--- src/logic/lane_params.svh ---
`ifndef LANE_PARAMS_SVH
`define LANE_PARAMS_SVH

// number of client lanes, keep a power of two so lane numbers wrap
`define LANES 4

// operand and result width
`define OPND_W 8

// bits needed for a lane number
`define LANE_W 2

`endif

--- src/logic/lane_pkg.sv ---
`include "lane_params.svh"

package lane_pkg;

  // command opcodes as seen on the client lanes
  typedef enum logic [1:0] {
    OP_ADD = 2'd0,
    OP_SUB = 2'd1,
    OP_MIN = 2'd2,
    OP_CMP = 2'd3
  } opcode_e;

  typedef struct packed {
    opcode_e             op;
    logic [`OPND_W-1:0]  a;
    logic [`OPND_W-1:0]  b;
  } cmd_t;

  // one-hot style ALU controls, all zero means add
  typedef struct packed {
    logic                sub_sel; // adder subtracts
    logic                min_sel; // pick the smaller operand
    logic                cmp_sel; // output the compare code
    logic [`OPND_W-1:0]  a;
    logic [`OPND_W-1:0]  b;
  } dec_t;

  typedef struct packed {
    logic [`OPND_W-1:0]  value;
    logic                z;
    logic                n;
  } res_t;

endpackage

--- src/logic/stage_if.sv ---
`timescale 1ns/1ps
`include "lane_params.svh"

// one valid/stall link between two pipeline stages
interface stage_if #(parameter type payload_t = logic);

  logic               valid; // item present on lane/data
  logic               stall; // from the sink, do not send
  logic [`LANE_W-1:0] lane;  // source lane of the item
  payload_t           data;

  modport source (
    output valid, lane, data,
    input  stall
  );

  modport sink (
    input  valid, lane, data,
    output stall
  );

endinterface

--- src/logic/lane_arbiter.sv ---
`timescale 1ns/1ps
`include "lane_params.svh"

module lane_arbiter (
  input  logic                          clk,
  input  logic                          rst,
  input  logic [`LANES-1:0]             in_valid,
  input  lane_pkg::cmd_t [`LANES-1:0]   in_cmd,
  output logic [`LANES-1:0]             in_stall,
  stage_if.source                       arb
);

  logic [`LANE_W-1:0] ptr;      // round-robin start lane
  logic [`LANE_W-1:0] idx;
  logic [`LANE_W-1:0] gnt_lane;
  logic               gnt_hit;  // some lane is requesting
  logic               load;     // output register free this cycle
  logic               take;     // a lane transfers on this edge

  // register is empty or drains this cycle
  assign load = ~(arb.valid & arb.stall);
  assign take = load & gnt_hit;

  // first requesting lane at or after the pointer
  always_comb begin
    gnt_lane = ptr;
    gnt_hit  = 1'b0;
    idx      = ptr;
    for (int i = 0; i < `LANES; i++) begin
      idx = ptr + i[`LANE_W-1:0]; // wraps around the lane count
      if (!gnt_hit && in_valid[idx]) begin
        gnt_lane = idx;
        gnt_hit  = 1'b1;
      end
    end
  end

  // requesting lanes that lose, or that hit a full stage, are held off
  always_comb begin
    for (int i = 0; i < `LANES; i++) begin
      in_stall[i] = in_valid[i] & ~(take && (gnt_lane == i));
    end
  end

  always_ff @(posedge clk, posedge rst) begin
    if (rst) begin
      ptr       <= '0;
      arb.valid <= 1'b0;
    end else begin
      if (load)
        arb.valid <= gnt_hit;
      if (take)
        ptr <= gnt_lane + 1'b1; // next search starts after the winner
    end
  end

  always_ff @(posedge clk) begin
    if (take) begin
      arb.data <= in_cmd[gnt_lane];
      arb.lane <= gnt_lane;
    end
  end

endmodule

--- src/logic/op_decode.sv ---
`timescale 1ns/1ps

module op_decode (
  input  logic    clk,
  input  logic    rst,
  stage_if.sink   arb,
  stage_if.source dec
);

  logic           load;     // output register free
  lane_pkg::dec_t dec_n;

  assign load = ~(dec.valid & dec.stall);

  // hold the arbiter while our register is full and blocked
  assign arb.stall = ~load;

  // opcode to ALU selects
  always_comb begin
    dec_n.sub_sel = 1'b0;
    dec_n.min_sel = 1'b0;
    dec_n.cmp_sel = 1'b0;
    dec_n.a       = arb.data.a;
    dec_n.b       = arb.data.b;
    case (arb.data.op)
      lane_pkg::OP_ADD: ; // adder default
      lane_pkg::OP_SUB: dec_n.sub_sel = 1'b1;
      lane_pkg::OP_MIN: dec_n.min_sel = 1'b1;
      lane_pkg::OP_CMP: dec_n.cmp_sel = 1'b1;
      default: ;
    endcase
  end

  always_ff @(posedge clk, posedge rst) begin
    if (rst)
      dec.valid <= 1'b0;
    else if (load)
      dec.valid <= arb.valid;
  end

  // payload, lane passes straight through
  always_ff @(posedge clk) begin
    if (load && arb.valid) begin
      dec.data <= dec_n;
      dec.lane <= arb.lane;
    end
  end

endmodule

--- src/logic/alu_execute.sv ---
`timescale 1ns/1ps
`include "lane_params.svh"

module alu_execute (
  input  logic    clk,
  input  logic    rst,
  stage_if.sink   dec,
  stage_if.source exe
);

  logic               load;
  logic [`OPND_W-1:0] sum;      // add or subtract, wraps
  logic [`OPND_W-1:0] min_val;
  logic [`OPND_W-1:0] cmp_code;
  lane_pkg::res_t     res_n;

  assign load      = ~(exe.valid & exe.stall);
  assign dec.stall = ~load;

  assign sum     = dec.data.sub_sel ? (dec.data.a - dec.data.b)
                                    : (dec.data.a + dec.data.b);
  assign min_val = (dec.data.a < dec.data.b) ? dec.data.a : dec.data.b;

  // 0 equal, 1 a greater, 2 b greater
  always_comb begin
    if (dec.data.a == dec.data.b)
      cmp_code = `OPND_W'd0;
    else if (dec.data.a > dec.data.b)
      cmp_code = `OPND_W'd1;
    else
      cmp_code = `OPND_W'd2;
  end

  always_comb begin
    if (dec.data.cmp_sel)
      res_n.value = cmp_code;
    else if (dec.data.min_sel)
      res_n.value = min_val;
    else
      res_n.value = sum;
    res_n.z = (res_n.value == '0);
    res_n.n = res_n.value[`OPND_W-1]; // sign bit of the result
  end

  always_ff @(posedge clk, posedge rst) begin
    if (rst)
      exe.valid <= 1'b0;
    else if (load)
      exe.valid <= dec.valid;
  end

  always_ff @(posedge clk) begin
    if (load && dec.valid) begin
      exe.data <= res_n;
      exe.lane <= dec.lane;
    end
  end

endmodule

--- src/logic/skid_buf.sv ---
`timescale 1ns/1ps
`include "lane_params.svh"

// one-entry skid: upstream sees the downstream stall one cycle late,
// the item that slips through in that cycle is parked here
module skid_buf #(parameter type payload_t = logic) (
  input  logic               clk,
  input  logic               rst,
  stage_if.sink              up,
  output logic               valid,
  input  logic               stall,
  output logic [`LANE_W-1:0] lane,
  output payload_t           data
);

  logic               stall_q;   // registered downstream stall
  logic               tmp_valid; // parked item present
  logic               tmp_valid_n;
  logic [`LANE_W-1:0] tmp_lane;
  payload_t           tmp_data;

  assign up.stall = stall_q;

  // upstream item only offered when it is sure to leave upstream this edge
  assign valid = tmp_valid | (up.valid & ~stall_q);
  assign data  = tmp_valid ? tmp_data : up.data; // parked item goes first
  assign lane  = tmp_valid ? tmp_lane : up.lane;

  // park on a fresh stall, keep while stalled, drop once taken
  assign tmp_valid_n = stall ? (stall_q ? tmp_valid : up.valid) : 1'b0;

  always_ff @(posedge clk, posedge rst) begin
    if (rst) begin
      stall_q   <= 1'b0;
      tmp_valid <= 1'b0;
    end else begin
      stall_q   <= stall;
      tmp_valid <= tmp_valid_n;
    end
  end

  // buffer is always empty while stall_q is low
  always_ff @(posedge clk) begin
    if (!stall_q) begin
      tmp_data <= up.data;
      tmp_lane <= up.lane;
    end
  end

endmodule

--- src/logic/lane_alu_top.sv ---
`timescale 1ns/1ps
`include "lane_params.svh"

module lane_alu_top (
  input  logic                        clk,
  input  logic                        rst,
  input  logic [`LANES-1:0]           in_valid,
  input  lane_pkg::cmd_t [`LANES-1:0] in_cmd,
  output logic [`LANES-1:0]           in_stall,
  output logic                        out_valid,
  input  logic                        out_stall,
  output logic [`LANE_W-1:0]          out_lane,
  output logic [`OPND_W-1:0]          out_value,
  output logic                        out_z,
  output logic                        out_n
);

  lane_pkg::res_t out_res;

  stage_if #(.payload_t(lane_pkg::cmd_t)) arb_if ();
  stage_if #(.payload_t(lane_pkg::dec_t)) dec_if ();
  stage_if #(.payload_t(lane_pkg::res_t)) exe_if ();

  lane_arbiter arb_i (
    .clk,
    .rst,
    .in_valid,
    .in_cmd,
    .in_stall,
    .arb      (arb_if.source)
  );

  op_decode dec_i (
    .clk,
    .rst,
    .arb (arb_if.sink),
    .dec (dec_if.source)
  );

  alu_execute exe_i (
    .clk,
    .rst,
    .dec (dec_if.sink),
    .exe (exe_if.source)
  );

  // result stage
  skid_buf #(.payload_t(lane_pkg::res_t)) skid_i (
    .clk,
    .rst,
    .up    (exe_if.sink),
    .valid (out_valid),
    .stall (out_stall),
    .lane  (out_lane),
    .data  (out_res)
  );

  assign out_value = out_res.value;
  assign out_z     = out_res.z;
  assign out_n     = out_res.n;

endmodule

--- config.mk ---
export PLATFORM = sky130hd
export DESIGN_NAME = lane_alu_top
export DESIGN_NICKNAME = d
export VERILOG_FILES = /design/src/logic/lane_pkg.sv /design/src/logic/stage_if.sv /design/src/logic/lane_arbiter.sv /design/src/logic/op_decode.sv /design/src/logic/alu_execute.sv /design/src/logic/skid_buf.sv /design/src/logic/lane_alu_top.sv
export VERILOG_INCLUDE_DIRS = /design/src /design/src/logic
export SDC_FILE = /design/constraint.sdc
export NUM_CORES = 1
export LEC_CHECK = 0
export BUFFER_PORTS_ARGS = -buffer_cell sky130_fd_sc_hd__clkbuf_2
export CORE_MARGIN = 2
export CORE_UTILIZATION = 55
export CTS_BUF_LIST = sky130_fd_sc_hd__clkbuf_16
export DETAILED_ROUTE_END_ITERATION = 10
export PLACE_DENSITY_LB_ADDON = 0.25
export SYNTH_ARGS = -nofsm -noshare
export SYNTH_HDL_FRONTEND = slang
export SYNTH_SLANG_ARGS = --single-unit
--- constraint.sdc ---
create_clock -name clk -period 5.2 [get_ports clk]
set_input_delay 0.52 -clock clk [delete_from_list [all_inputs] [get_ports clk]]
set_output_delay 0.52 -clock clk [all_outputs]
set_load 0.01 [all_outputs]
* Word-level counts from Yosys, hierarchy flattened
Index checks and enable logic that the tools add are counted.
Storage, ports and cells: word-level logic and storage cells 107, register bits after elaboration 72, memory bits (read-only) 0, output and inout bits 17, memories kept 0, bits in writable memories 0, input port bits 79, bits in latches 0
Cells by class: muxes and demuxes 30, magnitude comparators 7, eq/ne operators 8, reduce and logical (&&, ||, !) cells 14, add/sub/neg operators 6, multipliers 0, bitwise logic cells 18, shifts and indexed selects 0, divide/modulo/power cells 0
Operators with widths (count):
- $bmux 18 s2 | 1
- $mux 8 | 4
- $mux 18 | 1
- $lt 2x3->1 const B | 5
- $mux 1 | 13
- $mux 2 | 6
- $mux 10 | 1
- $and 1x1->1 | 9
- $logic_and 1x1->1 | 9
- $add 8x8->8 | 1
- $bmux 1 s2 | 4
- $eq 2x2->1 const B | 4
- $eq 8x8->1 | 1
- $gt 8x8->1 | 1
- $logic_not 8->1 | 1
- $lt 8x8->1 | 1
- $not 1->1 | 8
- $sub 8x8->8 | 1
- $add 2x1->2 const B | 2
- $add 2x2->2 const B | 2
- $eq 2x1->1 const B | 2
- $logic_not 1->1 | 3
- $logic_not 2->1 | 1
- $ne 2x2->1 const B | 1
- $or 1x1->1 | 1

* Depth between registers and ports, before layout
word-level depth 16, depth in mapped cells 10, gate-level depth less buffers 10

* Modules after synthesis
From an unflattened synthesis, not the netlist that was laid out.
Second synthesis, totals: cell total of the unflattened synthesis 376, area total of the unflattened synthesis 4179.0 um^2
By module, submodules not included:
- lane_arbiter | cells each 165, area each 1475.2 um^2, times used 1, seq. area each 675.6 um^2
- alu_execute | cells each 149, area each 1378.8 um^2, times used 1, seq. area each 355.3 um^2
- op_decode | cells each 29, area each 703.2 um^2, times used 1, seq. area each 655.6 um^2
- skid_buf | cells each 33, area each 621.8 um^2, times used 1, seq. area each 410.4 um^2

* Least setup slack after synthesis
No wires, ideal clock.
path kind in2out, start point input in_valid[2], end point output in_stall[0], path buffers 0, stages on the path 3, data required time 4.680 ns, data arrival time 2.351 ns, setup slack 2.329 ns, path through nor4_1 a41oi_1 a21boi_0
On the way: longest elaborated chain between the ends 16, elaborated cells between the ends (all ways) 26, those cells by class mux: 15; bitwise: 3; reduce/logical: 8
Ends and longest elaborated chain:
- from (decl) | line lane_alu_top.sv:7 | input logic [`LANES-1:0] in_valid,
- $bmux 1 s2 | line lane_arbiter.sv:31 | if (!gnt_hit && in_valid[idx]) begin
- $mux 1 (implied by the code) | line lane_arbiter.sv:31
- $mux 1 | line lane_arbiter.sv:31
- $logic_not 1->1 | line lane_arbiter.sv:31
- $logic_and 1x1->1 | line lane_arbiter.sv:31
- $mux 1 | line lane_arbiter.sv:31
- $logic_not 1->1 | line lane_arbiter.sv:31
- $logic_and 1x1->1 | line lane_arbiter.sv:31
- $mux 1 | line lane_arbiter.sv:31
- $logic_not 1->1 | line lane_arbiter.sv:31
- $logic_and 1x1->1 | line lane_arbiter.sv:31
- $mux 1 * | line lane_arbiter.sv:31
- $and 1x1->1 * | line lane_arbiter.sv:22 | assign take = load & gnt_hit;
- named net arb_i.take | line lane_arbiter.sv:18 | logic take;
- $logic_and 1x1->1 * | line lane_arbiter.sv:41 | in_stall[i] = in_valid[i] & ~(take && (gnt_lane == i));
- $not 1->1 * | line lane_arbiter.sv:41
- $and 1x1->1 * | line lane_arbiter.sv:41
- to (decl) | line lane_alu_top.sv:9 | output logic [`LANES-1:0] in_stall,
The timed path passes the listed nets; every way through them passes the cells marked *. The select of a mux whose other input is x is not followed.

==> reports/summary.txt <==
post-synthesis adder-cell area fraction -> 0.0720
Slew HR -> 0.429
Worst-path clk slew -> 0.06 ns
synthesized area -> 4030 µm²
mux share of post-synthesis cell area -> 0.170
Synth top area share -> 0.469
initial DRC count -> 138
Core Util, Final -> 0.689
Synth Area in Compound Gates -> 0.123
worst hold-check path type -> in2async
most frequent cells in the layout -> 95 x clkbuf_2, 63 x edfxtp_1, 55 x mux2i_1, 21 x inv_1, 20 x ha_1
Congestion Overflow GR -> 0
max-slew violation count -> 0
endpoints failing setup -> 0
Final Skew -> 0.00686 ns
Via density -> 5.35
vias in the first global route -> 2,696
Fin. Hold Viols -> 0
Critical Path RT -> 5.34 ns
DIE WIDTH -> 89.6 µm
initial antenna violation count -> 0
fin crit share -> 0.563
CTS H-tree depth -> 3
family with the most delay on the worst path -> simple AND/OR/NAND/NOR gates
main combinational cell family by area after synthesis -> multiplexers
fraction of layout cells with a size suffix above 1 -> 0.333
Area Growth Syn to Fin -> 22.6%
min Tclk post-route -> 2.93 ns
xor-xnor portion of the synthesized cell area -> 0.00869
Initial Utilization -> 0.562
Row Count -> 31
drt pass-1 iters -> 4
Synth Warn # -> 0
CP Cell Sequence -> ha_1, fa_1, nor2b_2, o31ai_4, a222oi_1, xnor2_1, a211oi_1, or3_1, nor4_2
post-DP HPWL -> 6040 µm
syn avg cell area -> 12.5 µm²
die area -> 8030 µm²
Synth Flop Type -> edfxtp_1
CTS buffer count -> 9
leak pwr -> 2.19 nW
worst-skew pair later-pin latency -> 0.33 ns
commonest non-fill, non-tap cell in the layout -> clkbuf_2
slowest cell on the critical path -> edfxtp_1
synth unique cells -> 58
NumNets Final -> 522
DRT Wirelength -> 7830 µm
area leader, netlist -> edfxtp_1
crit path buf inv count -> 0
sequential fraction of the synthesis area -> 0.513
Power Density -> 446 nW/µm²
ANT cells -> 0
worst vdd ir -> 0.000323 V
max cap viols -> 0
routed vias -> 2,809
GRT Total Usage -> 0.204
Fin Hold WS -> 0.0902 ns
Fillers -> 523
CTS tree -> done
Reg area -> 2070 µm²
Max Root-Sink Buffers -> 2
crit path launch type -> flop
Final TNS setup -> 0 ns
post-synthesis simple-gate area fraction -> 0.0788
CTS Sinks -> 70
CTS resizes -> 0
CTS root buffer -> clkbuf_16
CP arrival -> 3.07 ns
multi-input logic area -> 1840 µm²
final instance area -> 4940 µm²
post-cts hold buffer count -> 0
CP max stage delay -> 0.44 ns
height of the die -> 89.6 µm
WS Path Type -> reg2reg
FFs w/ async S/R, synth -> 0.100
syn_nets -> 424
number of synthesized flops with an enable pin -> 63
Mapped Cells -> 323
Core Area -> 7180 µm²
largest net degree at the start of global routing -> 41
post-route ant nets -> 0
FF+latch count, synth -> 70
RSZ-0062 raised after global routing -> no
GPL Wtd Cong -> 0.901
setup bufs post-CTS -> 0
final routed DRC violation total -> 0
Achievable Freq -> 341 MHz
outcome -> finished clean
# IOs -> 96
dpl cell area -> 4620 µm²
first-pass GRT wire length -> 12,300 µm
Critical Path Sink Type -> flop
slew at the pin closest to its max-slew limit -> 0.856 ns
Synth area leaders -> edfxtp_1 47%, mux2i_1 14%, ha_1 6.2%
Routed wire per std cell -> 14.9 µm
worst-path maximum fanout -> 4
Port Buffers -> 95
## per-layer routing
layer  vias up  share of wire  track usage
met5         -              0            0
li1       1405              -            -
met1      1293           0.44        0.263
met3         4          0.062       0.0585
met4         0         0.0060       0.0556
met2       107           0.50        0.340
## worst register-to-register path: cells and delay by family (launching register included)
family                     cells  cell delay, ns
DFF                            1            0.44
xor gates and xnor gates       1            0.18
AOI/OAI and AO/OA              3            0.61
and+or+nand+nor                3            0.88
adders and majority gates      2            0.65
## path summary, 6_finish.rpt
kind                                   startpoint                end  slack, ns  cells after the start
worst max-delay path            dec_i.dec.data[0]  exe_i.exe.data[1]       2.27                      9
worst min-delay path                          rst       arb_i.ptr[0]       0.09                      2
worst max register to register  dec_i.dec.data[0]  exe_i.exe.data[1]       2.27                      9
worst min register to register  arb_i.arb.data[5]  dec_i.dec.data[5]       0.42                      0
max in group asynchronous                     rst   skid_i.tmp_valid       4.89                      2
min in group clk                        out_stall    skid_i.up.stall       0.31                      1
## layout make-up
cell class / instances / area share
clock buffers: 9 / 0.0455
clock inverters: 7 / 0.0195
inverters: 22 / 0.0167
multi-input cells: 219 / 0.373
flip-flops and latches: 70 / 0.418
well taps: 99 / 0.0251
repair buffers: 99 / 0.102
## cell usage after synthesis, types with 2 or more instances
cell type,number
o21ai_0,7
dfrtp_1,7
nor3_1,3
ha_1,20
nor2_1,15
nor2b_1,8
a21oi_1,16
xnor2_1,3
nand2b_1,4
and2_1,3
clkbuf_1,3
edfxtp_1,63
nand3_1,2
and4_1,2
o31ai_1,2
a311o_1,2
mux2_2,12
fa_1,2
o21bai_1,3
buf_2,3
mux2i_1,55
a21boi_0,7
a211oi_1,4
a21oi_2,3
nand2_1,18
buf_1,4
inv_1,21
## state kept, by name, summed over array words and instances (netlist names)
register / flops
arb_i.arb.data: 18
arb_i.arb.lane: 2
arb_i.arb.valid: 1
arb_i.ptr: 2
dec_i.dec.data: 19
dec_i.dec.lane: 2
dec_i.dec.valid: 1
exe_i.exe.data: 9
exe_i.exe.lane: 2
exe_i.exe.valid: 1
skid_i.tmp_data: 9
skid_i.tmp_lane: 2
skid_i.tmp_valid: 1
skid_i.up.stall: 1
## kinds of logic after synthesis
kind of cell             count (synthesis)
multiplexers                            67
AND/OR/NAND/NOR                         62
AO/OA/AOI/OAI                           64
buffers and inverters                   34
adder cells (fa/ha/maj)                 22
XOR/XNOR                                 4
flip-flops                              70
## power by group
part,internal [mW],leakage [nW],switching [mW]
registers,0.774,0.696,0.0719
clock network,0.420,0.150,0.218
logic,0.331,1.35,0.390
## per-stage QoR
step / std cells / setup WS (ns) / power (mW)
after global routing: 525 / 2.08 / 2.32
after detailed placement: 509 / 2.34 / 1.58
after CTS: 525 / 2.28 / 2.22
final: 525 / 2.27 / 2.21
after global placement: 509 / 2.48 / 1.55
after floorplan: 323 / 2.33 / 1.38
Power figures use the tool's default switching activity.
